===== config.mk =====
export PLATFORM = sky130hd
export DESIGN_NAME = cache_lookup
export DESIGN_NICKNAME = d
export VERILOG_FILES = /design/src/cache_pkg.sv /design/src/cache_lookup.sv
export VERILOG_INCLUDE_DIRS = /design/src
export SDC_FILE = /design/constraint.sdc
export NUM_CORES = 1
export LEC_CHECK = 0
export BUFFER_PORTS_ARGS = -buffer_cell sky130_fd_sc_hd__buf_4
export CORE_MARGIN = 2
export CORE_UTILIZATION = 40
export CTS_BUF_LIST = sky130_fd_sc_hd__clkbuf_16
export DETAILED_ROUTE_END_ITERATION = 12
export GPL_TIMING_DRIVEN = 1
export PLACE_DENSITY = 0.63
export SLEW_MARGIN = 20
export SYNTH_ARGS = -nofsm -noshare
export SYNTH_HDL_FRONTEND = slang
export SYNTH_SLANG_ARGS = --single-unit

===== constraint.sdc =====
create_clock -name clk -period 3.7 [get_ports clk]
set_clock_uncertainty 0.15 [all_clocks]
set_input_delay 0.74 -clock clk [delete_from_list [all_inputs] [get_ports clk]]
set_output_delay 0.74 -clock clk [all_outputs]
set_load 0.03 [all_outputs]

===== src/cache_settings.svh =====
/*
  Instruction cache sizing
  Address split, bus widths, geometry and the bus read tag code
*/
`ifndef CACHE_SETTINGS_SVH
`define CACHE_SETTINGS_SVH

// Fetch port
`define ADDRESS_SIZE      32
`define INSTRUCTION_SIZE  32

// Memory bus
`define BUS_DATA_WIDTH    64
`define BUS_TAG_WIDTH     13

// Geometry: 4 ways x 8 sets x 64 byte lines
`define WAYS              4
`define SETS              8
`define CELLS_NEEDED      8

// Address split, tag + index + offset = ADDRESS_SIZE
`define OFFSET_SIZE_B     6
`define INDEX_SIZE_B      3
`define TAG_SIZE_B        23

// Tag code of a line read on the bus
`define MEM_READ          13'h0501

`endif


===== src/cache_pkg.sv =====
/*
  Instruction cache types
  Address split, line payload, fill commit and lookup result
*/
`include "cache_settings.svh"

package cache_pkg;

  // Fetch address as seen by the cache
  typedef struct packed {
    logic [`TAG_SIZE_B-1:0]    tag;
    logic [`INDEX_SIZE_B-1:0]  index;
    logic [`OFFSET_SIZE_B-1:0] offset;
  } cache_address_t;

  // One line, cell 0 at the lowest address
  typedef struct packed {
    logic [`CELLS_NEEDED-1:0][`BUS_DATA_WIDTH-1:0] cells;
  } cache_line_t;

  // Commit of a filled line into one way of one set
  typedef struct packed {
    logic [$clog2(`WAYS)-1:0] way;
    logic [`INDEX_SIZE_B-1:0] index;
    logic [`TAG_SIZE_B-1:0]   tag;
    cache_line_t              line;
  } line_write_t;

  // Outcome of a tag compare for the requested set
  typedef struct packed {
    logic                     hit;
    logic [$clog2(`WAYS)-1:0] hit_way;
    logic [$clog2(`WAYS)-1:0] victim_way;
  } lookup_result_t;

endpackage


===== src/cache_lookup.sv =====
/*
  Tag store of the instruction cache
  Four-way compare at the requested set, round-robin victim per set
*/
`timescale 1ns/10ps
`include "cache_settings.svh"

module cache_lookup
  import cache_pkg::*;
(
  input  logic           clk,
  input  logic           reset,
  input  cache_address_t req_addr,
  input  line_write_t    line_write,
  input  logic           line_write_en,
  output lookup_result_t result
);

  // Tags carry no reset, valid bits guard them
  logic [`TAG_SIZE_B-1:0] tags [`WAYS][`SETS];
  logic [`WAYS-1:0][`SETS-1:0] valid;

  // Next way to replace in each set
  logic [`SETS-1:0][$clog2(`WAYS)-1:0] rr_ptr;

  // Tag and valid update on a commit
  always_ff @(posedge clk) begin
    if (!reset) begin
      valid <= '0;
    end else if (line_write_en) begin
      valid[line_write.way][line_write.index] <= 1'b1;
    end
  end

  always_ff @(posedge clk) begin
    if (line_write_en) begin
      tags[line_write.way][line_write.index] <= line_write.tag;
    end
  end

  // Pointer moves on every commit to its set, wraps after the last way
  always_ff @(posedge clk) begin
    if (!reset) begin
      rr_ptr <= '0;
    end else if (line_write_en) begin
      rr_ptr[line_write.index] <= rr_ptr[line_write.index] + 1'b1;
    end
  end

  // Compare all ways in parallel
  // At most one way can match, tags within a set are unique
  always_comb begin
    result.hit = 1'b0;
    result.hit_way = '0;
    for (int w = 0; w < `WAYS; w++) begin
      if (valid[w][req_addr.index] && tags[w][req_addr.index] == req_addr.tag) begin
        result.hit = 1'b1;
        result.hit_way = w[$clog2(`WAYS)-1:0];
      end
    end
    result.victim_way = rr_ptr[req_addr.index];
  end

endmodule


==> results.yml, run 1 <==
run_status:
  outcome: "complete, but fails checks"
  violations: "setup timing"
critical_path:
  end_kind: "output port"
  crit_arrival_ns: 3.20
  rrSetupSlack_ns: 1.69
  path_class: "in2out"
  worst-endpoint-required_ns: 2.81
  cp-start-kind: "primary input"
  rr_worst_depth: 5
  worst-path-max-fanout: 6
  regToRegEndpoint: "rr_ptr[7]"
  r2r_start: "rr_ptr[1]"
placement:
  port_buffers: 61
  pre_cts_ws_ns: -0.709
  dp.final_hpwl_mm: 47.0
  gp_congestion: 0.766
grt:
  grt_pass1_wl_mm: 113
  grt_pass1_vias: 16653
  grt_use_total: 0.195
  grt_antenna_before_repair: 1
  grt_max_degree: 49
  gr-total-overflow: 0
detailed_routing:
  viasPerCell: 5.53
  vias: 16064
  drt_iter0_drc: 1470
  first_pass_iters: 5
  drc: 0
  wl_per_cell_um: 27.1
  wirelength_mm: 78.9
  drtAntennaViolNets: 0
floorplan:
  num_io_pins: 580
  die_x_um: 284
  rows: 102
  dieArea_um2: 80400
  core_um2: 77500
  fp.dieH_um: 284
  start_util: 0.403
logic_synthesis:
  async_flop_share: 0
  avgSynthCellArea_um2: 19.7
  synth-warning-count: 0
  synth_flop_cell: "edfxtp_1"
  yosysUniqueCellTypes: 44
  synth_edf_count: 736
  syn_area_um2: 31300
  synth_nets: 2158
  synth_cells: 1583
  synth_seq_area_share: 0.738
  synth-seq-cells: 784
clock_network:
  cts_buffer_depth: 3
  cts_tree: "yes"
  clk-insertion-delay-late_ns: 0.62
  cts-root-buf: "clkbuf_16"
  h-tree-depth: 3
  numCtsBuffers: 76
  cts.sinks: 784
  cts.clk_slew.worst_paths_ns: 0.06
finish:
  register_area_um2: 23100
  drive_above_1_share: 0.270
  multi_input_area_um2: 7950
  utilization: 0.474
  fin_nets: 2379
  syn2layout_area_growth_pct: 17.5
  final.fill_count: 6466
timing:
  slew_violations: 0
  holdWs_ns: 0.310
  tightest_slew_ns: 0.864
  slew_headroom: 0.422
  finalSetupViolCount: 3
  fin_setup_tns_ns: -1.01
  fmax_mhz: 245
  rsz0062_at_grt: "yes"
  fin_crit_sh: 1.11
  timing.final.ws_setup_ns: -0.389
  finalCriticalPeriod_ns: 4.09
  hold_viol_final: 0
power_and_ir_drop:
  p_per_area_nw_per_um2: 502
  irDropWorstVdd_mv: 0.415
  p_leak_uw: 0.0125
worst_hold_path:
  hold_end: "valid[14]"
  hold_depth: 1
  hp-start: "valid[14]"
  worstHoldPathType: "reg2reg"
run:
  maxCapViolCount: 0
## worst max path at each step
| stage | to | from |
|---|---|---|
| global route | result[4] | req_addr[6] |
| floorplan | result[2] | req_addr[6] |
| CTS | result[2] | req_addr[6] |
| detailed placement | result[4] | req_addr[6] |
| finish | result[2] | req_addr[6] |
| global placement | result[4] | req_addr[6] |
## power by group
| part | leakage, µW | total, µW | internal [µW] | switching (µW) |
|---|---|---|---|---|
| Combinational | 0.00426 | 1220 | 515 | 709 |
| Clock | 0.00124 | 7390 | 4170 | 3230 |
| Sequential | 0.00702 | 9820 | 9800 | 26.4 |
| Total | 0.0125 | 18400 | 14500 | 3960 |
## area by class of cell
class / count / area share
sequential: 784 / 0.628
multi-input combinational: 718 / 0.216
timing repair buffer: 222 / 0.0559
clock buffer: 78 / 0.0531
tap: 1040 / 0.0354
clock inverter: 57 / 0.0108
antenna: 5 / 0.000341
inverter: 2 / 0.000204
## per-stage QoR
step	area [µm²]	instances	total power, µW
after floorplan	31300	1583	10700
after global placement	34000	2754	11200
after detailed placement	34000	2754	11200
after CTS	36600	2895	18500
after global routing	36700	2901	19000
final	36700	2906	18400
## Yosys cell counts (2+ instances only)
library cell  count  share of area
edfxtp_1        736           0.71
mux2i_1         164          0.053
mux4_2          119          0.086
nand2_1          67         0.0080
dfxtp_1          48          0.031
a22oi_1          41         0.0098
xor2_1           41          0.011
nor2_1           36         0.0043
xnor2_1          36          0.010
o21a_1           33         0.0079
buf_2            29         0.0046
mux4_1           26          0.022
nand2b_1         24         0.0048
and3_1           17         0.0034
buf_4            17         0.0041
a21oi_1          16         0.0026
nor2b_1          15         0.0030
clkbuf_1         13         0.0016
o21ai_0          13         0.0021
and2_1           10         0.0020
nand4_1          10         0.0020
buf_6             9         0.0032
a22o_1            7         0.0020
nand3_1           7         0.0011
nor4_1            7         0.0014
buf_12            6         0.0038
a221oi_1          5         0.0014
buf_1             5        0.00060
o22a_1            4         0.0011
and4_1            3        0.00084
inv_1             2        0.00024
mux2_2            2        0.00072
nor3_1            2        0.00032
o2111ai_1         2        0.00056
o22ai_1           2        0.00040
## sequential cells by signal, summed over array words and instances (netlist names)
name    count
tags      736
valid      32
rr_ptr     16
## cell usage in the layout (no fill, tap or decap), types with 4 or more instances in the layout
| cell type | count |
|---|---|
| nor4_2 | 5 |
| buf_12 | 19 |
| mux2i_1 | 156 |
| nand4_1 | 10 |
| clkinv_2 | 8 |
| edfxtp_1 | 736 |
| o21ai_0 | 13 |
| buf_4 | 183 |
| a22oi_1 | 40 |
| nor2_4 | 16 |
| clkinv_1 | 13 |
| nor2_2 | 18 |
| clkbuf_16 | 81 |
| dfxtp_1 | 48 |
| xnor2_1 | 36 |
| nand3_1 | 7 |
| mux4_2 | 119 |
| o21a_1 | 33 |
| and3_1 | 16 |
| mux4_1 | 26 |
| buf_6 | 11 |
| xor2_1 | 41 |
| o22a_1 | 4 |
| nor2b_1 | 13 |
| a221oi_1 | 4 |
| inv_1 | 26 |
| diode_2 | 5 |
| mux2i_2 | 7 |
| nand2b_1 | 24 |
| and2_1 | 9 |
| a21oi_1 | 16 |
| bufinv_16 | 5 |
| inv_6 | 4 |
| a22o_1 | 7 |
| nand2_1 | 64 |
## routing by layer
layer	GRT usage	part of all wire	up-vias
li1	-	-	6873
met1	0.261	0.41	8474
met2	0.318	0.48	589
met3	0.0447	0.081	128
met4	0.0563	0.027	0
met5	0	0	-
## critical path, cell delays in order
cell       delay [ns]
clkbuf_16        0.17
buf_6            0.17
buf_12           0.12
mux4_2           0.51
mux2i_2          0.20
xor2_1           0.16
nand4_1          0.14
nor4_2           0.32
nand4_1          0.16
buf_6            0.17
o21ai_4          0.15
buf_6            0.15
## kinds of logic after synthesis
kind of cell              share of synthesized area
AOI/OAI and AO/OA                            0.0287
buffers and inverters                        0.0182
and+or+nand+nor                              0.0327
xor gates and xnor gates                     0.0216
muxes                                         0.161
DFF                                           0.738
## what timing repair did
| action | CTS | global route |
|---|---|---|
| resized for setup | 25 | 22 |
| gates cloned | 2 | 1 |
| pin swaps | 9 | 10 |
| setup endpoints to repair | 5 | 3 |
| setup buffers | 4 | 5 |
| hold buffers | 0 | 0 |
No activity file was read; power rests on OpenSTA's default activity.
==> inputs of run 2 (changes only) <==
--- a/config.mk
+++ b/config.mk
@@ -9,10 +9,10 @@
 export BUFFER_PORTS_ARGS = -buffer_cell sky130_fd_sc_hd__buf_4
 export CORE_MARGIN = 2
 export CORE_UTILIZATION = 40
-export CTS_BUF_LIST = sky130_fd_sc_hd__clkbuf_16
 export DETAILED_ROUTE_END_ITERATION = 12
 export GPL_TIMING_DRIVEN = 1
 export PLACE_DENSITY = 0.63
+export SETUP_SLACK_MARGIN = 0.2
 export SLEW_MARGIN = 20
 export SYNTH_ARGS = -nofsm -noshare
 export SYNTH_HDL_FRONTEND = slang
==> results.yml, run 2 (synthesis results as in run 1) <==
grt:
  gr-total-overflow: 0
  grt_antenna_before_repair: 0
  grt_use_total: 0.192
  grt_pass1_wl_mm: 111
  grt_pass1_vias: 15952
  grt_max_degree: 49
timing:
  tightest_slew_ns: 0.829
  finalSetupViolCount: 3
  slew_headroom: 0.447
  holdWs_ns: 0.311
  finalCriticalPeriod_ns: 4.13
  slew_violations: 0
  timing.final.ws_setup_ns: -0.434
  fin_crit_sh: 1.12
  rsz0062_at_grt: "yes"
  hold_viol_final: 0
  fmax_mhz: 242
detailed_routing:
  vias: 16081
  first_pass_iters: 6
  wirelength_mm: 77.9
  drc: 0
  drt_iter0_drc: 1541
  wl_per_cell_um: 26.8
  viasPerCell: 5.53
  drtAntennaViolNets: 0
floorplan:
  start_util: 0.403
  num_io_pins: 580
  fp.dieH_um: 284
  die_x_um: 284
  core_um2: 77500
  rows: 102
  dieArea_um2: 80400
clock_network:
  numCtsBuffers: 78
  cts.sinks: 784
  clk-insertion-delay-late_ns: 0.62
  cts_tree: "yes"
  cts.clk_slew.worst_paths_ns: 0.06
  h-tree-depth: 3
  cts-root-buf: "clkbuf_16"
  cts_buffer_depth: 3
power_and_ir_drop:
  irDropWorstVdd_mv: 0.391
  p_switching_uw: 4050
  internal_power_uw: 15100
  p_leak_uw: 0.0127
  switching_share: 0.212
  p_per_area_nw_per_um2: 513
  comb_power_share: 0.065
  power_uw: 19100
  clkPwrFrac: 0.421
  seqPwrFrac: 0.514
critical_path:
  crit_top_cell: "buf_6"
  slowest_delay_ns: 0.48
  critPathSlowestCell: "mux4_2"
  worst-endpoint-required_ns: 2.81
  path_class: "in2out"
  worst-path-max-fanout: 6
  worstPathCellList: "clkbuf_16, bufbuf_16, buf_4, mux4_2, mux2i_1, xor2_1, nand2_1, nor4_2, nand4_1, buf_6, o21ai_4, buf_6"
  cp-start-kind: "primary input"
  end_kind: "output port"
  cp_top_family: "buffers and inverters"
  crit_arrival_ns: 3.24
  path_buf_inv: 5
finish:
  register_area_um2: 23100
  layout_commonest_cell: "edfxtp_1"
  largestRegisters: "tags: 736 flops, valid: 32 flops, rr_ptr: 16 flops"
  fin_nets: 2377
  multi_input_area_um2: 8010
  drive_above_1_share: 0.281
  syn2layout_area_growth_pct: 19.2
  final.fill_count: 6323
  final_cell_mix: "edfxtp_1, buf_4, mux2i_1"
  largest_reg_flops: 736
  top_register: "tags"
placement:
  gp_congestion: 0.791
  dp.final_hpwl_mm: 46.1
  port_buffers: 61
run:
  maxCapViolCount: 0
run_status:
  outcome: "complete, but fails checks"
  violations: "setup timing"
worst_hold_path:
  worstHoldPathType: "reg2reg"
[run 2: cell count changes in the layout (fill, tap and decap cells not counted), moves of 6 or more]
cell and change:
buf_12 +6, buf_4 -14, clkbuf_1 +12, clkinv_2 +7, inv_1 -24, mux2i_1 +6, mux2i_2 -6, nor2_2 -6
nor2_4 +6
[run 2: power groups by stage]
stage | combinational, µW | sequential, µW | clock [µW]
2_1_floorplan | 648 | 10000 | 0
3_3_place_gp | 1160 | 10000 | 0
3_5_place_dp | 1180 | 10000 | 0
4_1_cts | 1220 | 9820 | 8180
5_1_grt | 1330 | 9830 | 8520
6_report | 1250 | 9820 | 8040
[run 2: per-stage QoR]
| step | instances | util | cell area (µm²) | setup TNS, ns | setup slack [ns] |
|---|---|---|---|---|---|
| after floorplan | 1583 | - | 31400 | 0 | 0.00165 |
| after global placement | 2742 | 0.440 | 34100 | -1.92 | -0.654 |
| after detailed placement | 2742 | 0.440 | 34100 | -1.94 | -0.678 |
| after CTS | 2892 | 0.478 | 37000 | -1.21 | -0.456 |
| after global routing | 2906 | 0.481 | 37200 | -1.41 | -0.492 |
| final | 2907 | 0.481 | 37200 | -1.21 | -0.434 |
[run 2: path summary, 6_finish.rpt]
kind | startpoint | endpoint | slack [ns] | cells past startpoint
setup / recovery | req_addr[6] | result[2] | -0.43 | 12
hold / removal | valid[1] | valid[1] | 0.31 | 1
setup reg to reg | rr_ptr[14] | rr_ptr[15] | 1.67 | 6
hold reg to reg | valid[1] | valid[1] | 0.31 | 1
[run 2: repair_timing]
| item | in CTS | in global routing |
|---|---|---|
| gates cloned | 3 | 2 |
| hold buffers | 0 | 0 |
| endpoints found under the setup margin | 5 | 3 |
| setup buffers | 3 | 12 |
| pin swaps | 15 | 5 |
| gates resized for setup | 35 | 18 |
[run 2: layout make-up]
class | instances | area share
Antenna cell | 1 | 0.0000672
Clock buffer | 96 | 0.0570
Clock inverter | 48 | 0.0132
Inverter | 2 | 0.000202
Multi-Input combinational cell | 718 | 0.215
Sequential cell | 784 | 0.619
Tap cell | 1040 | 0.0349
Timing Repair Buffer | 218 | 0.0603
[run 2: per-layer routing]
layer | GRT usage | vias to the layer above | wire length [µm]
li1 | - | 6884 | -
met1 | 0.271 | 8513 | 33400
met2 | 0.313 | 585 | 37800
met3 | 0.0334 | 99 | 5230
met4 | 0.0419 | 0 | 1450
met5 | 0 | - | 0
