$ cat config.mk
export PLATFORM = sky130hd
export DESIGN_NAME = cache_ctrl
export DESIGN_NICKNAME = d
export VERILOG_FILES = /design/src/cache_pkg.sv /design/src/cache_ctrl.sv
export VERILOG_INCLUDE_DIRS = /design/src
export SDC_FILE = /design/constraint.sdc
export NUM_CORES = 1
export LEC_CHECK = 0
export ABC_AREA = 1
export BUFFER_PORTS_ARGS = -buffer_cell sky130_fd_sc_hd__buf_2
export CAP_MARGIN = 25
export CORE_AREA = 2 2 467 469
export DETAILED_ROUTE_END_ITERATION = 7
export DIE_AREA = 0 0 469 471
export GPL_ROUTABILITY_DRIVEN = 1
export MAX_ROUTING_LAYER = met4
export PLACE_DENSITY = 0.3
export SLEW_MARGIN = 5
export SYNTH_ARGS = -nofsm -noshare
export SYNTH_HDL_FRONTEND = slang
export SYNTH_SLANG_ARGS = --single-unit
$ cat constraint.sdc
create_clock -name clk -period 2.2 [get_ports clk]
set_input_delay 0.11 -clock clk [delete_from_list [all_inputs] [get_ports clk]]
set_output_delay 0.11 -clock clk [all_outputs]
set_load 0.02 [all_outputs]
$ cat src/cache_settings.svh
/*
  Instruction cache sizing
  Address split, bus widths, geometry and the bus read tag code
*/
`ifndef CACHE_SETTINGS_SVH
`define CACHE_SETTINGS_SVH

// Fetch port
`define ADDRESS_SIZE      32
`define INSTRUCTION_SIZE  32

// Memory bus
`define BUS_DATA_WIDTH    64
`define BUS_TAG_WIDTH     13

// Geometry: 4 ways x 8 sets x 64 byte lines
`define WAYS              4
`define SETS              8
`define CELLS_NEEDED      8

// Address split, tag + index + offset = ADDRESS_SIZE
`define OFFSET_SIZE_B     6
`define INDEX_SIZE_B      3
`define TAG_SIZE_B        23

// Tag code of a line read on the bus
`define MEM_READ          13'h0501

`endif

$ cat src/cache_pkg.sv
/*
  Instruction cache types
  Address split, line payload, fill commit and lookup result
*/
`include "cache_settings.svh"

package cache_pkg;

  // Fetch address as seen by the cache
  typedef struct packed {
    logic [`TAG_SIZE_B-1:0]    tag;
    logic [`INDEX_SIZE_B-1:0]  index;
    logic [`OFFSET_SIZE_B-1:0] offset;
  } cache_address_t;

  // One line, cell 0 at the lowest address
  typedef struct packed {
    logic [`CELLS_NEEDED-1:0][`BUS_DATA_WIDTH-1:0] cells;
  } cache_line_t;

  // Commit of a filled line into one way of one set
  typedef struct packed {
    logic [$clog2(`WAYS)-1:0] way;
    logic [`INDEX_SIZE_B-1:0] index;
    logic [`TAG_SIZE_B-1:0]   tag;
    cache_line_t              line;
  } line_write_t;

  // Outcome of a tag compare for the requested set
  typedef struct packed {
    logic                     hit;
    logic [$clog2(`WAYS)-1:0] hit_way;
    logic [$clog2(`WAYS)-1:0] victim_way;
  } lookup_result_t;

endpackage

$ cat src/cache_ctrl.sv
/*
  Fetch port controller
  Sequences lookup, line fill, array commit and the one-cycle response
*/
`timescale 1ns/10ps
`include "cache_settings.svh"

module cache_ctrl
  import cache_pkg::*;
(
  input  logic                          clk,
  input  logic                          reset,
  input  logic                          instruction_read,
  input  logic [`ADDRESS_SIZE-1:0]      instruction_address,
  output logic                          busy,
  output logic                          instruction_valid,
  output logic [`INSTRUCTION_SIZE-1:0]  instruction_response,
  output cache_address_t                req_addr,
  input  lookup_result_t                lookup,
  input  logic [`INSTRUCTION_SIZE-1:0]  hit_word,
  output logic                          fill_start,
  input  logic                          fill_done,
  input  cache_line_t                   fill_line,
  output line_write_t                   line_write,
  output logic                          line_write_en
);

  typedef enum logic [2:0] {
    ST_IDLE, ST_LOOKUP, ST_FILL, ST_WRITE, ST_RESPOND
  } state_t;

  state_t                    state;
  logic [$clog2(`WAYS)-1:0]  victim_q;

  // Main FSM
  always_ff @(posedge clk) begin
    if (!reset) begin
      state             <= ST_IDLE;
      busy              <= 1'b0;
      instruction_valid <= 1'b0;
      fill_start        <= 1'b0;
    end else begin
      instruction_valid <= 1'b0;
      fill_start        <= 1'b0;
      case (state)
        ST_IDLE: begin
          if (instruction_read) begin
            busy  <= 1'b1;
            state <= ST_LOOKUP;
          end
        end
        // Hit answers next cycle, miss kicks off the fill
        ST_LOOKUP: begin
          if (lookup.hit) begin
            state <= ST_RESPOND;
          end else begin
            fill_start <= 1'b1;
            state      <= ST_FILL;
          end
        end
        ST_FILL: begin
          if (fill_done) begin
            state <= ST_WRITE;
          end
        end
        // Commit, then look up again so data comes from the array
        ST_WRITE: state <= ST_LOOKUP;
        ST_RESPOND: begin
          instruction_valid <= 1'b1;
          busy              <= 1'b0;
          state             <= ST_IDLE;
        end
        default: state <= ST_IDLE;
      endcase
    end
  end

  // Request address, held for the whole transaction
  always_ff @(posedge clk) begin
    if (state == ST_IDLE && instruction_read) begin
      req_addr <= cache_address_t'(instruction_address);
    end
  end

  // Victim sampled when the line is complete
  always_ff @(posedge clk) begin
    if (state == ST_FILL && fill_done) begin
      victim_q <= lookup.victim_way;
    end
  end

  always_ff @(posedge clk) begin
    if (state == ST_RESPOND) begin
      instruction_response <= hit_word;
    end
  end

  // Fill line stays stable in the line fill register
  assign line_write.way   = victim_q;
  assign line_write.index = req_addr.index;
  assign line_write.tag   = req_addr.tag;
  assign line_write.line  = fill_line;
  assign line_write_en    = state == ST_WRITE;

endmodule

==> out/summary.txt, run 1 <==
Post-route minimum period: 1.41 ns
Layout cells sized above 1: 53.7%
Wirelength per Cell: 48.8 um
Vias in the first global route: 3169
RSZ-0062 raised after global routing: no
Simple-gate share of the synthesized area: 1.55%
Post-layout total power: 4.06 mW
Worst-path clk slew: 0.06 ns
Fin. Hold Viols: 0
Leak Pwr: 1.86 nW
Net Switching: 1.12 mW
Synth Instances: 640
R2R Setup Slk: 0.79 ns
CORE AREA: 216000 um^2
Yosys top cell area share: 64.3%
Final GP Congestion: 0.736
Initial antenna violation count: 15
CP delay by family, top: buffers and inverters
Post-DP Area: 6670 um^2
Largest net degree at the start of global routing: 33
Met1 GRT Util: 2.09%
Antenna viol nets, final: 0
Commonest non-fill, non-tap cells in the layout: 166 x buf_2, 68 x dlygate4sd3_1, 66 x edfxtp_1
Clk sinks: 72
Internal power: 2.94 mW
Clk_lat worst skew: 0.40 ns
Number of DRC markers in iteration 0: 141
Mapped Nets: 1225
Final setup viols: 0
Total setup buffers inserted after CTS: 0
Unique masters post-synth: 13
Layout area overhead: 22.7%
Tightest Pin Transition: 0.425 ns
GRT busiest layer: met3
Buf/Inv on CP: 2
DP HPWL: 153 mm
Sequential area share after synthesis: 33.5%
Final Cycle Share: 64.0%
Post-Synth XOR/XNOR Area: 0%
Met3 usage: 30.0%
Hold WC Path Type: in -> reg
Startpoint types: register
Slew Viols, Final: 0
Area leader, netlist: buf_4
Gr usage total: 14.1%
Initial core utilization: 2.91%
Critical setup path kind: reg -> reg
Setup TNS: 0 ns
Syn_area_per_cell: 9.81 um^2
Via count: 3314
Die height: 471 um
Nets@finish: 934
Grt ovf: 0
Req. time, crit path: 2.23 ns
WL final: 157 mm
Power share of the clock group: 45.5%
Arrival time at the worst endpoint: 1.44 ns
Mean number of vias per cell: 1.03
Bufs on Longest Clock Path: 2
Sw frac: 27.6%
Num ports: 1193
Largest cells by area after synthesis: buf_4 64%, edfxtp_1 32%, dfxtp_1 1.9%, nor2_1 0.48%, inv_1 0.36%
Num CTS Buffers: 9
Port Buffer Count: 166
Max incr delay on CP: 0.37 ns
CP Cell Sequence: nor2_2 > nand3_1 > inv_1 > buf_4
Clock skew: 0.0275 ns
H-tree depth: 3
Synthesis-stage register bit count: 72
Power Density: 526 nW/um^2
CP Capture Type: register
Fin area: 7710 um^2
Seq pwr share: 40.4%
Root Driver: clkbuf_16
Max-cap viol count: 0
Largest family of logic cells by synthesized area: buffers and inverters
Global-route wire length before repair: 164 mm
DIE AREA: 221000 um^2
Router iterations before antenna repair: 4
Synthesized-area fraction occupied by adder cells: 0%
Synthesis Warnings: 0
TritonCTS clock tree: built
Max VDD drop: 0.369 mV
Cell Rows: 171
Fraction of synthesized area in multiplexers: 0%
Achievable frequency: 711 MHz
Relative slew slack: 71.7%
Slowest-stage cell, CP: buf_4
Synth Area in Compound Gates: 0.219%
Die Wd: 469 um
Combinational fraction of design power: 14.2%
DRC: 0
Most common cell after layout, fill and taps aside: buf_2
Outcome: completed
Grt met2 use: 22.2%
Netlist Area Pre-Place: 6280 um^2
Max Fanout on Critical Path: 32
-- flip-flops by register name (all words and copies together) (netlist names) --
name and count:
busy 1, fill_start 1, instruction_response 32, instruction_valid 1
line_write 26, req_addr 6, state 3, victim_q 2
-- tightest hold or removal path: stages --
cell and delay [ns]:
buf_2 0.11, nand3_1 0.10, a21oi_1 0.07
-- power by group through the flow --
stage | clock network, mW | logic (mW) | registers [mW]
after floorplan | 0 | 1.53 | 1.76
after global placement | 0 | 0.470 | 1.67
after detailed placement | 0 | 0.466 | 1.67
after CTS | 1.94 | 0.592 | 1.64
after global routing | 1.99 | 0.624 | 1.65
final | 1.84 | 0.574 | 1.64
-- timing repair --
| action | 4_1_cts | 5_1_grt |
|---|---|---|
| hold buffers | 68 | 0 |
| resized for setup | 0 | 0 |
| endpoints found under the hold margin | 68 | 0 |
-- Yosys cell counts, drive strengths merged --
| master | count |
|---|---|
| a21oi | 2 |
| buf | 538 |
| dfxtp | 6 |
| edfxtp | 66 |
| inv | 7 |
| nand2 | 6 |
| nand3 | 4 |
| nand3b | 1 |
| nor2 | 10 |
-- worst paths after layout --
check | startpoint | to | depth (start not counted)
worst max-delay path | state[0] | line_write[535] | 4
worst min-delay path | instruction_read | busy | 3
worst max register to register | state[0] | line_write[535] | 4
worst min register to register | busy | busy | 2
-- kinds of logic (layout without fill, tap and decap cells) --
| family | count (synthesis) | in the layout |
|---|---|---|
| buffers and inverters | 545 | 259 |
| flip-flops | 72 | 72 |
| AND/OR/NAND/NOR | 21 | 21 |
| AO/OA/AOI/OAI | 2 | 2 |
| other | 0 | 2 |
-- layer usage --
metal | wire, um | vias up
met1 | 9220 | 1012
li1 | - | 874
met4 | 2400 | 0
met5 | 0 | -
met2 | 72000 | 1304
met3 | 72900 | 124
-- cell type report --
type,count,area (um^2)
inverters,7,26.3
flip-flops and latches,72,2100
diodes,2,5.00
well taps,2854,3570
fillers,25705,208000
multi-input cells,23,111
repair buffers,236,1540
clock inverters,7,126
clock buffers,9,225
-- stage by stage --
stage	cells	util [%]	setup WS, ns	hold WS (ns)
2_1_floorplan	640	-	0.614	0.209
3_3_place_gp	3124	3.09	0.742	0.220
3_5_place_dp	3124	3.09	0.759	0.220
6_report	3210	3.57	0.793	0.0692
5_1_grt	3209	3.56	0.647	0.0757
4_1_cts	3208	3.56	0.748	0.0375
Power figures use the tool's default switching activity.
==> inputs of run 2 (changes only) <==
--- a/config.mk
+++ b/config.mk
@@ -9,9 +9,9 @@
 export ABC_AREA = 1
 export BUFFER_PORTS_ARGS = -buffer_cell sky130_fd_sc_hd__buf_2
 export CAP_MARGIN = 25
-export CORE_AREA = 2 2 467 469
+export CORE_AREA = 2 2 459 461
 export DETAILED_ROUTE_END_ITERATION = 7
-export DIE_AREA = 0 0 469 471
+export DIE_AREA = 0 0 461 463
 export GPL_ROUTABILITY_DRIVEN = 1
 export MAX_ROUTING_LAYER = met4
 export PLACE_DENSITY = 0.3
==> constraint.sdc (replaced) <==
create_clock -name clk -period 1.2 [get_ports clk]
set_input_delay 0.06 -clock clk [delete_from_list [all_inputs] [get_ports clk]]
set_output_delay 0.06 -clock clk [all_outputs]
set_load 0.02 [all_outputs]
==> run 2 against run 1 <==
The flow now finishes with violations (setup timing). Critical path type unchanged. First-iteration DRC count up 46%. Non-clock buffer count rose by 4. Critical path depth did not move. Clock-buffer cell count increased by 1. Utilization grew 0.13 points. Register-to-register slack lost 0.79 ns. Via count rose by 6.0%. Hold slack worse by 0.029 ns. Sequential cell count unchanged.
==> out/summary.txt, run 2 (synthesis gave the netlist of run 1 again) <==
Outcome: finished with violations (was completed)
Failing checks: setup timing
Worst R2R Path Depth: 4 (unchanged)
Slew Viols, Final: 0 (unchanged)
Setup TNS: -0.000998 ns (was 0 ns)
Vias in the first global route: 3217 (was 3169)
Initial antenna violation count: 30 (was 15)
Max-cap viol count: 0 (unchanged)
Layout area overhead: 22.8% (was 22.7%)
Global-route wire length before repair: 162 mm (was 164 mm)
Final setup viols: 1 (was 0)
CP Capture Type: register (unchanged)
Setup ws final: -0.000998 ns (was 0.793 ns)
TritonCTS clock tree: built (unchanged)
Bufs on Longest Clock Path: 2 (unchanged)
Root Driver: clkbuf_16 (unchanged)
DIE AREA: 213000 um^2 (was 221000 um^2)
Max Fanout on Critical Path: 16 (was 32)
Cell Rows: 168 (was 171)
DRC: 0 (unchanged)
DP HPWL: 150 mm (was 153 mm)
Grt ovf: 0 (unchanged)
Power Density: 926 nW/um^2 (was 526 nW/um^2)
Gr usage total: 14.2% (was 14.1%)
Wirelength per Cell: 48.5 um (was 48.8 um)
CORE AREA: 209000 um^2 (was 216000 um^2)
Router iterations before antenna repair: 4 (unchanged)
Worst path depth: 4 (unchanged)
Startpoint types: register (unchanged)
Post-route minimum period: 1.20 ns (was 1.41 ns)
Max FFs per register: 32 (unchanged)
CP delay by family, top: flip-flops (was buffers and inverters)
Critical setup path kind: reg -> reg (unchanged)
Mean number of vias per cell: 1.11 (was 1.03)
Buf/Inv on CP: 2 (unchanged)
Largest Register: instruction_response (unchanged)
Initial core utilization: 3.01% (was 2.91%)
CP Cell Sequence: nor2_4 > nand3_2 > clkinvlp_4 > buf_12 (was nor2_2 > nand3_1 > inv_1 > buf_4)
Worst-path clk slew: 0.06 ns (about the same)
Die Wd: 461 um (was 469 um)
RSZ-0062 raised after global routing: yes (was no)
Fin. Hold Viols: 0 (unchanged)
Num CTS Buffers: 9 (unchanged)
Relative slew slack: 73.2% (was 71.7%)
Achievable frequency: 833 MHz (was 711 MHz)
Max VDD drop: 1.00 mV (was 0.369 mV)
Layout cells sized above 1: 56.1% (was 53.7%)
Leak Pwr: 1.87 nW (was 1.86 nW)
Final GP Congestion: 0.844 (was 0.736)
Via count: 3512 (was 3314)
Arrival time at the worst endpoint: 1.26 ns (was 1.44 ns)
Antenna viol nets, final: 0 (unchanged)
Clk sinks: 72 (unchanged)
Clk_lat worst skew: 0.35 ns (was 0.40 ns)
Die height: 463 um (was 471 um)
Hold WC Path Type: in -> reg (unchanged)
Slowest-stage cell, CP: dfxtp_4 (was buf_4)
WL final: 153 mm (was 157 mm)
Port Buffer Count: 166 (unchanged)
Nets@finish: 938 (was 934)
Hold Path Stages: 3 (unchanged)
H-tree depth: 3 (unchanged)
Req. time, crit path: 1.26 ns (was 2.23 ns)
Max incr delay on CP: 0.35 ns (was 0.37 ns)
Total setup buffers inserted after CTS: 0 (unchanged)
Tightest Pin Transition: 0.400 ns (was 0.425 ns)
Num ports: 1193 (unchanged)
Clock skew: 0.00692 ns (was 0.0275 ns)
Number of DRC markers in iteration 0: 206 (was 141)
Final Cycle Share: 100% (was 64.0%)
Post-layout total power: 7.14 mW (was 4.06 mW)
Final core occ: 3.70% (was 3.57%)
Largest net degree at the start of global routing: 33 (unchanged)
Most common cell after layout, fill and taps aside: buf_2 (unchanged)
Commonest non-fill, non-tap cells in the layout: 165 x buf_2, 68 x dlygate4sd3_1, 66 x edfxtp_1 (was 166 x buf_2, 68 x dlygate4sd3_1, 66 x edfxtp_1)
## run 2: metrics by stage
stage / hold WS, ns / area, um^2 / worst slack (ns) / cells
6_report: 0.0403 / 7710 / -0.000998 / 3164
4_1_cts: 0.0170 / 7670 / -0.0516 / 3162
3_5_place_dp: 0.120 / 6670 / -0.0364 / 3078
3_3_place_gp: 0.120 / 6670 / -0.0394 / 3078
2_1_floorplan: 0.159 / 6310 / -0.122 / 640
5_1_grt: 0.0340 / 7710 / -0.0592 / 3163
## run 2: routing by layer
layer / global-route usage, % / routed length [um]
met1: 2.81 / 11500
met2: 23.3 / 72300
met3: 28.2 / 66900
met4: 2.26 / 2610
met5: - / 0
## run 2: repair_timing
item / in CTS / in global routing
gates resized for setup: 1 / 3
setup endpoints to repair: 33 / 67
pin swaps: 0 / 1
gates cloned: 0 / 1
hold buffers: 68 / 0
hold endpoints to repair: 70 / 0
## run 2: path summary, 6_finish.rpt
path / startpoint / to / slack, ns
setup reg to reg: state[0] / line_write[521] / -0.001
hold / removal: instruction_read / busy / 0.04
hold reg to reg: busy / busy / 0.48
setup / recovery: state[0] / line_write[521] / -0.001
## run 2: area by class of cell
class | count | area (um^2)
Clock inverter | 6 | 90.1
Tap cell | 2805 | 3510
Sequential cell | 72 | 2110
Inverter | 7 | 33.8
Multi-Input combinational cell | 23 | 129
Clock buffer | 10 | 229
Fill cell | 24848 | 201000
Timing Repair Buffer | 240 | 1610
Antenna cell | 1 | 2.50
## run 2: where the power goes
part	switching, mW	internal [mW]
logic	0.731	0.449
registers	0.0930	2.94
clock network	1.10	1.83
## run 2: worst reg2reg max path, cell delays in order, from the launching register on
cell and delay [ns]:
dfxtp_4 0.35, nor2_4 0.13, nand3_2 0.11, clkinvlp_4 0.13, buf_12 0.17
