$ cat src/cache_settings.svh
/*
  Instruction cache sizing
  Address split, bus widths, geometry and the bus read tag code
*/
`ifndef CACHE_SETTINGS_SVH
`define CACHE_SETTINGS_SVH

// Fetch port
`define ADDRESS_SIZE      32
`define INSTRUCTION_SIZE  32

// Memory bus
`define BUS_DATA_WIDTH    64
`define BUS_TAG_WIDTH     13

// Geometry: 4 ways x 8 sets x 64 byte lines
`define WAYS              4
`define SETS              8
`define CELLS_NEEDED      8

// Address split, tag + index + offset = ADDRESS_SIZE
`define OFFSET_SIZE_B     6
`define INDEX_SIZE_B      3
`define TAG_SIZE_B        23

// Tag code of a line read on the bus
`define MEM_READ          13'h0501

`endif

$ cat src/cache_pkg.sv
/*
  Instruction cache types
  Address split, line payload, fill commit and lookup result
*/
`include "cache_settings.svh"

package cache_pkg;

  // Fetch address as seen by the cache
  typedef struct packed {
    logic [`TAG_SIZE_B-1:0]    tag;
    logic [`INDEX_SIZE_B-1:0]  index;
    logic [`OFFSET_SIZE_B-1:0] offset;
  } cache_address_t;

  // One line, cell 0 at the lowest address
  typedef struct packed {
    logic [`CELLS_NEEDED-1:0][`BUS_DATA_WIDTH-1:0] cells;
  } cache_line_t;

  // Commit of a filled line into one way of one set
  typedef struct packed {
    logic [$clog2(`WAYS)-1:0] way;
    logic [`INDEX_SIZE_B-1:0] index;
    logic [`TAG_SIZE_B-1:0]   tag;
    cache_line_t              line;
  } line_write_t;

  // Outcome of a tag compare for the requested set
  typedef struct packed {
    logic                     hit;
    logic [$clog2(`WAYS)-1:0] hit_way;
    logic [$clog2(`WAYS)-1:0] victim_way;
  } lookup_result_t;

endpackage

$ cat src/cache_line_fill.sv
/*
  Line fill bus master
  Sends one line read, collects eight response beats into a line
*/
`timescale 1ns/10ps
`include "cache_settings.svh"

module cache_line_fill
  import cache_pkg::*;
(
  input  logic                        clk,
  input  logic                        reset,
  input  logic                        fill_start,
  input  cache_address_t              line_addr,
  output logic                        fill_done,
  output cache_line_t                 fill_line,
  // Request channel
  output logic                        bus_reqcyc,
  input  logic                        bus_reqack,
  output logic [`BUS_DATA_WIDTH-1:0]  bus_req,
  output logic [`BUS_TAG_WIDTH-1:0]   bus_reqtag,
  // Response channel
  input  logic                        bus_respcyc,
  output logic                        bus_respack,
  input  logic [`BUS_DATA_WIDTH-1:0]  bus_resp,
  input  logic [`BUS_TAG_WIDTH-1:0]   bus_resptag
);

  logic [$clog2(`CELLS_NEEDED)-1:0] beat_cnt;
  logic                             beat_ok;

  // Accepted beat that belongs to our read
  assign beat_ok = bus_respcyc && bus_respack && bus_resptag == `MEM_READ;

  // Request and collect control
  always_ff @(posedge clk) begin
    if (!reset) begin
      bus_reqcyc  <= 1'b0;
      bus_respack <= 1'b0;
      fill_done   <= 1'b0;
      beat_cnt    <= '0;
    end else begin
      fill_done <= 1'b0;
      if (fill_start) begin
        bus_reqcyc <= 1'b1;
      end else if (bus_reqcyc && bus_reqack) begin
        // Request taken, start collecting
        bus_reqcyc  <= 1'b0;
        bus_respack <= 1'b1;
        beat_cnt    <= '0;
      end else if (beat_ok) begin
        beat_cnt <= beat_cnt + 1'b1;
        if (beat_cnt == $clog2(`CELLS_NEEDED)'(`CELLS_NEEDED - 1)) begin
          bus_respack <= 1'b0;
          fill_done   <= 1'b1;
        end
      end
    end
  end

  // Line address with offset cleared, zero-extended to bus width
  always_ff @(posedge clk) begin
    if (fill_start) begin
      bus_req <= {{(`BUS_DATA_WIDTH - `ADDRESS_SIZE){1'b0}},
                  line_addr.tag, line_addr.index, {`OFFSET_SIZE_B{1'b0}}};
      bus_reqtag <= `MEM_READ;
    end
  end

  // Beats land in ascending cell order
  // Line holds until the next fill overwrites it
  always_ff @(posedge clk) begin
    if (beat_ok) begin
      fill_line.cells[beat_cnt] <= bus_resp;
    end
  end

endmodule

$ cat config.mk
export PLATFORM = sky130hd
export DESIGN_NAME = cache_line_fill
export DESIGN_NICKNAME = d
export VERILOG_FILES = /design/src/cache_pkg.sv /design/src/cache_line_fill.sv
export VERILOG_INCLUDE_DIRS = /design/src
export SDC_FILE = /design/constraint.sdc
export NUM_CORES = 1
export LEC_CHECK = 0
export BUFFER_PORTS_ARGS = -buffer_cell sky130_fd_sc_hd__clkbuf_2
export CELL_PAD_IN_SITES_DETAIL_PLACEMENT = 1
export CELL_PAD_IN_SITES_GLOBAL_PLACEMENT = 1
export CORE_AREA = 2 2 273 275
export CTS_CLUSTER_DIAMETER = 50
export CTS_CLUSTER_SIZE = 16
export DETAILED_ROUTE_END_ITERATION = 6
export DIE_AREA = 0 0 275 277
export PLACE_DENSITY_LB_ADDON = 0.15
export SLEW_MARGIN = 25
export SYNTH_ARGS = -nofsm -noshare
export SYNTH_HDL_FRONTEND = slang
export SYNTH_SLANG_ARGS = --single-unit
export TNS_END_PERCENT = 1
$ cat constraint.sdc
create_clock -name clk -period 9.5 [get_ports clk]
set_clock_uncertainty 0.15 [all_clocks]
set_input_delay 0.95 -clock clk [delete_from_list [all_inputs] [get_ports clk]]
set_output_delay 0.95 -clock clk [all_outputs]
set_load 0.01 [all_outputs]
==> flow_metrics.py, run 1 <==
metrics = {
    "clock_tree": {
        "numCtsBuffers": 61,
        "ctsHoldBuffers": 0,
        "post_cts_resized": 0,
        "clk_pin_slew_ns": 0.06,
        "post_cts_buffers": 0,
        "root_buffer": "clkbuf_16",
        "cts.htree.levels": 2,
        "clockBufferDepth": 3,
        "cts_tree": "yes",
        "clock_latency_ns": 0.61,
        "cts_sinks": 544,
    },
    "floorplan": {
        "die_y_um": 277,
        "start_util_pct": 23.0,
        "die_w_um": 275,
        "placementRows": 100,
        "die-area_um2": 76200,
        "ioPinCount": 706,
        "core_area_um2": 73600,
    },
    "grt": {
        "grt_max_degree": 38,
        "grt-ovfl-total": 0,
        "track_usage_pct": 13.2,
        "antenna_found_initial": 0,
        "grt_pass1_wl_um": 71500,
        "grt_pass1_vias": 9338,
    },
    "sta": {
        "tns_ns": 0,
        "tightestPinTransition_ns": 0.747,
        "period_needed_ns": 2.72,
        "fin_ws_ns": 6.78,
        "drv_slew": 0,
        "fmax_ghz": 0.367,
        "slew_headroom_pct": 50.2,
        "hold_violations": 0,
        "rsz0062_at_grt": "false",
        "period_share_pct": 28.6,
        "setup_viol": 0,
    },
    "placement": {
        "portBuffers": 648,
        "dpl_worst_slack_ns": 6.13,
        "hpwl_um": 35500,
        "numPlacedInstances": 2264,
        "gp_congestion": 0.735,
    },
    "synth": {
        "ys_ff_latch": 544,
        "synth_top_family_by_area": "buffers and inverters",
        "synth_area_per_cell_um2": 26.7,
        "synth_compound_area_share_pct": 0.274,
        "synthXorXnorAreaFrac_pct": 0,
        "synthDistinctLibCells": 22,
        "yosys.area_share.simple_pct": 0.954,
        "yosys.area_share.adder_pct": 0.148,
        "muxShareOfSynthArea_pct": 0.0666,
        "ys_seq_area_share_pct": 96.2,
        "syn_area_um2": 16900,
        "yosys_warnings": 0,
        "syn_inst": 633,
    },
    "power": {
        "vdd_drop_max_uv": 144,
        "powerDensity_nw_per_um2": 216,
        "p_leak_nw": 8.89,
    },
    "cells_and_area": {
        "finalNonFillerCells": 2379,
        "drive_gt1_share_pct": 55.6,
        "fillers": 7647,
        "final-seq-area_um2": 16300,
        "final_nets": 1474,
        "multiInputGateArea_um2": 490,
        "area_growth_pct": 38.2,
        "layout_common_cells": "648 x clkbuf_2, 538 x edfxtp_1, 63 x clkbuf_16, 51 x conb_1, 16 x buf_4",
        "layout_commonest_cell": "clkbuf_2",
    },
    "route": {
        "detail-route-antenna-nets": 0,
        "wl_per_cell_um": 21.9,
        "drt-pass1-iter-count": 4,
        "drc": 0,
        "via_per_inst": 3.72,
        "wirelength_um": 52100,
        "via_count": 8859,
        "drtIter0Drc": 503,
    },
    "setup_path": {
        "crit_type": "primary input to flop",
        "crit_path_start_kind": "primary input",
        "end_kind": "flop",
        "cp_max_fo": 35,
        "crit_arrival_ns": 2.80,
        "required_ns": 9.58,
    },
    "job": {
        "max_cap_viol_count": 0,
    },
    "worst_hold_path": {
        "holdCritPathClass": "primary input to flop",
    },
    "run_status": {
        "outcome": "finished, final reports clean",
    },
}
[where the power goes]
group	leakage (nW)	switching (mW)	internal (mW)
Clock	0.949	1.03	1.30
Combinational	3.04	0.0584	0.0229
Sequential	4.90	0.00262	2.64
[Yosys cell counts (all sizes together)]
master	number	area share (%)
mux2	1	0.067
inv	1	0.022
nand2	3	0.067
nand2b	4	0.15
a31o	1	0.052
ha	2	0.15
o21a	1	0.044
a22o	2	0.10
edfxtp	538	96
or2	2	0.074
conb	2	0.044
nor2	6	0.13
nor3	5	0.15
nor2b	1	0.037
o21ai	1	0.030
and4bb	2	0.15
buf	51	2.3
nor4b	1	0.089
nand4	1	0.074
dfxtp	6	0.71
a21boi	1	0.044
and2	1	0.037
[path summary, 6_finish.rpt]
path	from	cells after the start	slack [ns]	end
worst max-delay path	bus_resptag[7]	6	6.78	fill_line[287]
worst min-delay path	line_addr[25]	1	0.36	bus_req[25]
worst min register to register	beat_cnt[2]	1	0.37	beat_cnt[2]
worst max register to register	bus_respack	5	6.97	fill_line[287]
[registers in the layout, summed over array words and instances (netlist names)]
name and flops:
beat_cnt 3, bus_req 26, bus_reqcyc 1, bus_respack 1, fill_done 1, fill_line 512
[worst max-delay path: stages]
cell and delay (ns):
clkbuf_2 0.09, nor4b_2 0.29, nand4_2 0.22, or2_2 0.43, nor3_2 0.16, buf_4 0.61
[logic make-up after synthesis]
group / Yosys count
AO/OA/AOI/OAI: 6
adder cells (fa/ha/maj): 2
buffers and inverters: 52
flip-flops: 544
multiplexers: 1
other: 2
AND/OR/NAND/NOR: 26
[per-layer routing]
metal / global-route usage, % / share of wire (%) / vias up
met1: 14.3 / 36 / 4484
met4: 4.02 / 2.3 / 0
li1: - / - / 3901
met5: 0 / 0 / -
met2: 23.8 / 53 / 404
met3: 4.63 / 8.7 / 70
[per-stage QoR]
step                util (%)  power (mW)  cell area (um^2)  hold WS, ns
floorplan                  -        2.73             17100        0.329
global placement        29.0        2.78             21300        0.352
detailed placement      29.0        2.78             21300        0.363
CTS                     31.8        5.14             23400        0.310
global route            31.8        5.24             23400        0.317
finish                  31.8        5.06             23400        0.363
[area by class of cell]
cell class              instances  share of cell area [%]
flip-flops and latches        544                    69.6
repair buffers                664                    14.4
clock buffers                  67                    6.81
well taps                     969                    5.19
multi-input cells              86                    2.10
clock inverters                47                    1.85
inverters                       1                  0.0161
diodes                          1                  0.0107
No activity file was read; power rests on OpenSTA's default activity.
==> run 2: changes to the inputs <==
--- a/config.mk
+++ b/config.mk
@@ -9,11 +9,11 @@
 export BUFFER_PORTS_ARGS = -buffer_cell sky130_fd_sc_hd__clkbuf_2
 export CELL_PAD_IN_SITES_DETAIL_PLACEMENT = 1
 export CELL_PAD_IN_SITES_GLOBAL_PLACEMENT = 1
-export CORE_AREA = 2 2 273 275
+export CORE_AREA = 2 2 278 280
 export CTS_CLUSTER_DIAMETER = 50
 export CTS_CLUSTER_SIZE = 16
 export DETAILED_ROUTE_END_ITERATION = 6
-export DIE_AREA = 0 0 275 277
+export DIE_AREA = 0 0 280 282
 export PLACE_DENSITY_LB_ADDON = 0.15
 export SLEW_MARGIN = 25
 export SYNTH_ARGS = -nofsm -noshare
==> constraint.sdc (replaced) <==
create_clock -name clk -period 2.3 [get_ports clk]
set_clock_uncertainty 0.15 [all_clocks]
set_input_delay 0.23 -clock clk [delete_from_list [all_inputs] [get_ports clk]]
set_output_delay 0.23 -clock clk [all_outputs]
set_load 0.01 [all_outputs]
==> flow_metrics.py, run 2 (synthesized netlist as in run 1, its figures left out) <==
metrics = {
    "run_status": {
        "outcome": "finished, final reports clean",
    },
    "cells_and_area": {
        "n_antenna_cell": 0,
        "area_growth_pct": 48.0,
        "largest_register_ffs": 512,
        "design_area_um2": 25000,
        "final_nets": 1583,
        "drive_gt1_share_pct": 52.7,
        "fillers": 7783,
        "layout_common_cells": "648 x clkbuf_2, 538 x edfxtp_1, 97 x dlygate4sd3_1, 73 x clkbuf_16, 51 x conb_1",
        "fin_util_pct": 33.1,
        "layout_commonest_cell": "clkbuf_2",
    },
    "floorplan": {
        "die-area_um2": 79000,
        "die_w_um": 280,
        "die_y_um": 282,
        "ioPinCount": 706,
        "placementRows": 101,
        "start_util_pct": 22.3,
        "core_area_um2": 75700,
    },
    "placement": {
        "gp_congestion": 0.733,
        "dpl_worst_slack_ns": -0.0156,
        "hpwl_um": 38100,
        "portBuffers": 648,
        "dpl_cell_area_um2": 21600,
    },
    "clock_tree": {
        "cts_sinks": 544,
        "root_buffer": "clkbuf_16",
        "cts.htree.levels": 3,
        "numCtsBuffers": 71,
        "clock_latency_ns": 0.58,
        "cts_tree": "yes",
        "post_cts_buffers": 0,
        "clk_pin_slew_ns": 0.05,
        "clockBufferDepth": 3,
    },
    "grt": {
        "antenna_found_initial": 1,
        "grt_pass1_vias": 9928,
        "grt_max_degree": 38,
        "grt-ovfl-total": 0,
        "grt_pass1_wl_um": 74400,
        "track_usage_pct": 13.2,
    },
    "setup_path": {
        "end_kind": "flop",
        "cpPeakStageDelay_ns": 0.35,
        "crit_type": "flop to flop",
        "rr_worst_depth": 5,
        "cp_max_fo": 34,
        "path_cells": "and4bb_2, nand4_4, or2_4, nor3_4, buf_12",
        "required_ns": 2.41,
        "crit_path_start_kind": "flop",
        "slowest_stage": "or2_4",
        "crit_arrival_ns": 2.26,
    },
    "sta": {
        "period_share_pct": 93.4,
        "period_needed_ns": 2.15,
        "drv_slew": 0,
        "setup_viol": 0,
        "fin_ws_ns": 0.151,
        "fmax_ghz": 0.465,
        "finalHoldWorstSlack_ns": 0.0437,
        "rsz0062_at_grt": "false",
        "hold_violations": 0,
    },
    "power": {
        "vdd_drop_max_uv": 560,
        "clockPowerShare_pct": 49.6,
        "p_int_mw": 17.7,
        "p_sw_mw": 4.95,
        "power_frac_comb_pct": 2.1,
        "powerDensity_nw_per_um2": 906,
        "switching_share_pct": 21.8,
        "seq_power_share_pct": 48.3,
        "p_leak_nw": 9.57,
    },
    "worst_hold_path": {
        "worstHoldPathCells": 5,
        "holdCritPathClass": "primary input to flop",
    },
    "route": {
        "detail-route-antenna-nets": 0,
        "via_per_inst": 3.74,
        "wl_met1_um": 19700,
        "via_count": 9363,
        "met3_length_um": 5070,
        "wl_met2_um": 28100,
        "drc": 0,
        "top_layer": "met4",
        "wl_per_cell_um": 21.7,
        "wirelength_um": 54400,
        "drt-pass1-iter-count": 4,
        "drtIter0Drc": 447,
    },
    "job": {
        "max_cap_viol_count": 0,
    },
}
## run 2: cell count changes in the layout (fill, tap and decap cells not counted), sizes merged, moves of 2 or more
cell,previous run,this run
clkinvlp,13,9
buf,16,18
dlygate4sd3,0,97
inv,15,19
clkbuf,715,729
bufinv,2,5
## run 2: power by group through the flow
| stage | combinational [mW] | sequential (mW) | clock, mW |
|---|---|---|---|
| finish | 0.485 | 10.9 | 11.3 |
| global route | 0.533 | 10.9 | 12.0 |
| CTS | 0.495 | 10.9 | 11.6 |
| detailed placement | 0.364 | 11.2 | 0 |
| global placement | 0.360 | 11.2 | 0 |
| floorplan | 0.111 | 11.2 | 0 |
## run 2: what timing repair did
| action | 4_1_cts | 5_1_grt |
|---|---|---|
| endpoints found under the hold margin | 549 | 0 |
| hold buffers | 97 | 0 |
| endpoints found under the setup margin | 0 | 1 |
| gates resized for setup | 0 | 1 |
## run 2: per-layer routing
metal,track usage (%),vias up
li1,-,4117
met3,5.17,89
met1,14.1,4691
met2,23.4,466
met4,5.06,0
met5,0,-
## run 2: layout make-up
type	instances	area, um^2	area share, %
inverter	1	3.75	0.0150
clock inverter	50	579	2.31
tap	978	1220	4.89
multi-input combinational	86	536	2.14
sequential	544	16300	65.0
timing repair buffer	763	4560	18.2
clock buffer	81	1860	7.42
## run 2: critical path: cells and delay by family (launching register included)
family	cells	cell delay, ns
buffers and inverters	1	0.25
DFF	1	0.34
and+or+nand+nor	4	1.02
## run 2: final timing paths
check	startpoint	end	slack [ns]
hold / removal	bus_resptag[1]	bus_respack	0.04
hold reg to reg	bus_respack	bus_respack	0.36
setup reg to reg	bus_respack	fill_line[307]	0.15
setup / recovery	bus_respack	fill_line[307]	0.15
## run 2: metrics by stage
| stage | cells | setup TNS (ns) | total power [mW] |
|---|---|---|---|
| final | 2503 | 0 | 22.7 |
| after detailed placement | 2275 | -0.235 | 11.5 |
| after CTS | 2503 | 0 | 23.1 |
| after global placement | 2275 | 0 | 11.5 |
| after floorplan | 682 | -179.36 | 11.3 |
| after global routing | 2503 | 0 | 23.5 |
==> run 3: changes to the inputs <==
==> constraint.sdc (replaced) <==
create_clock -name clk -period 2.3 [get_ports clk]
set_clock_uncertainty 0.15 [all_clocks]
set_input_delay 0.575 -clock clk [delete_from_list [all_inputs] [get_ports clk]]
set_output_delay 0.575 -clock clk [all_outputs]
set_load 0.01 [all_outputs]
==> flow_metrics.py, run 3 (synthesized netlist as in run 1, its figures left out) <==
metrics = {
    "placement": {
        "portBuffers": 648,
        "dpl_worst_slack_ns": -0.296,
        "hpwl_um": 38700,
        "gp_congestion": 0.755,
        "dpl_cell_area_um2": 21700,
        "numPlacedInstances": 2285,
    },
    "sta": {
        "finalHoldWorstSlack_ns": 0.0626,
        "setup_viol": 0,
        "drv_slew": 0,
        "fmax_ghz": 0.472,
        "tns_ns": 0,
        "hold_violations": 0,
        "rsz0062_at_grt": "false",
        "period_needed_ns": 2.12,
        "fin_ws_ns": 0.181,
        "period_share_pct": 92.1,
    },
    "grt": {
        "grt_busiest_layer": "met2",
        "use_met1_pct": 14.3,
        "grtUsageMet2_pct": 23.2,
        "track_usage_pct": 13.1,
        "antenna_found_initial": 2,
        "grt_max_degree": 36,
        "grt-ovfl-total": 0,
        "use_met3_pct": 5.04,
        "grt_pass1_vias": 9727,
        "grt_pass1_wl_um": 73500,
    },
    "setup_path": {
        "crit_path_start_kind": "flop",
        "crit_type": "flop to flop",
        "cp_max_fo": 17,
        "end_kind": "flop",
        "required_ns": 2.44,
        "path_cells": "and4bb_2, nand4_2, or2_4, nor3_4, buf_4, buf_12",
        "cp-startpoint": "bus_respack",
        "slowest_stage": "dfxtp_1",
        "cpPeakStageDelay_ns": 0.34,
        "regToRegStartpoint": "bus_respack",
        "crit_arrival_ns": 2.26,
    },
    "cells_and_area": {
        "final-seq-area_um2": 16300,
        "finalNonFillerCells": 2441,
        "drive_gt1_share_pct": 55.6,
        "final_nets": 1521,
        "n_antenna_cell": 0,
        "design_area_um2": 24400,
        "layout_commonest_cell": "clkbuf_2",
        "fin_util_pct": 32.2,
        "layout_common_cells": "648 x clkbuf_2, 538 x edfxtp_1, 71 x clkbuf_16, 51 x conb_1, 25 x dlygate4sd3_1",
        "fillers": 7850,
        "multiInputGateArea_um2": 522,
        "largest_register_ffs": 512,
        "area_growth_pct": 44.1,
    },
    "clock_tree": {
        "cts_tree": "yes",
        "post_cts_buffers": 0,
        "cts_sinks": 544,
        "numCtsBuffers": 71,
        "ctsHoldBuffers": 25,
        "clk_pin_slew_ns": 0.06,
        "root_buffer": "clkbuf_16",
        "post_cts_resized": 0,
        "clockBufferDepth": 3,
        "clock_latency_ns": 0.58,
        "cts.htree.levels": 3,
    },
    "worst_hold_path": {
        "holdCritPathClass": "primary input to flop",
        "min_from": "line_addr[13]",
    },
    "route": {
        "drt-pass1-iter-count": 4,
        "drc": 0,
        "via_count": 9271,
        "drtIter0Drc": 510,
        "wl_per_cell_um": 22.2,
        "detail-route-antenna-nets": 0,
        "wirelength_um": 54100,
        "via_per_inst": 3.80,
    },
    "floorplan": {
        "placementRows": 101,
        "start_util_pct": 22.3,
        "die-area_um2": 79000,
        "ioPinCount": 706,
        "core_area_um2": 75700,
        "die_y_um": 282,
        "die_w_um": 280,
    },
    "job": {
        "max_cap_viol_count": 0,
    },
    "run_status": {
        "outcome": "finished, final reports clean",
    },
    "power": {
        "total_power_mw": 22.5,
        "powerDensity_nw_per_um2": 925,
        "vdd_drop_max_uv": 807,
        "p_leak_nw": 9.33,
    },
}
-- run 3: final cells by class --
cell class	count	share of cell area (%)
timing repair buffer	701	16.1
sequential	544	66.8
tap	978	5.02
multi-input combinational	86	2.14
clock buffer	73	7.32
clock inverter	58	2.60
inverter	1	0.0154
-- run 3: worst max-delay path: cells and delay by family (launching register included) --
family        cells  cell delay [ns]
simple gates      4             0.93
buf+inv           2             0.38
flops             1             0.34
-- run 3: layer usage --
layer  routed length, um  part of all wire, %
met1               20000                   37
met2               28000                   52
met5                  13                0.024
met3                4620                  8.5
met4                1490                  2.8
-- run 3: final timing paths --
| check | slack, ns | to | depth (start not counted) |
|---|---|---|---|
| setup / recovery | 0.18 | fill_line[271] | 6 |
| hold reg to reg | 0.38 | bus_respack | 2 |
| hold / removal | 0.06 | bus_req[13] | 1 |
| setup reg to reg | 0.18 | fill_line[271] | 6 |
-- run 3: power breakdown --
group          switching, mW  leakage [nW]  internal, mW
Sequential            0.0126          4.90          10.9
Combinational          0.272          3.26         0.124
Clock                   4.73          1.17          6.47
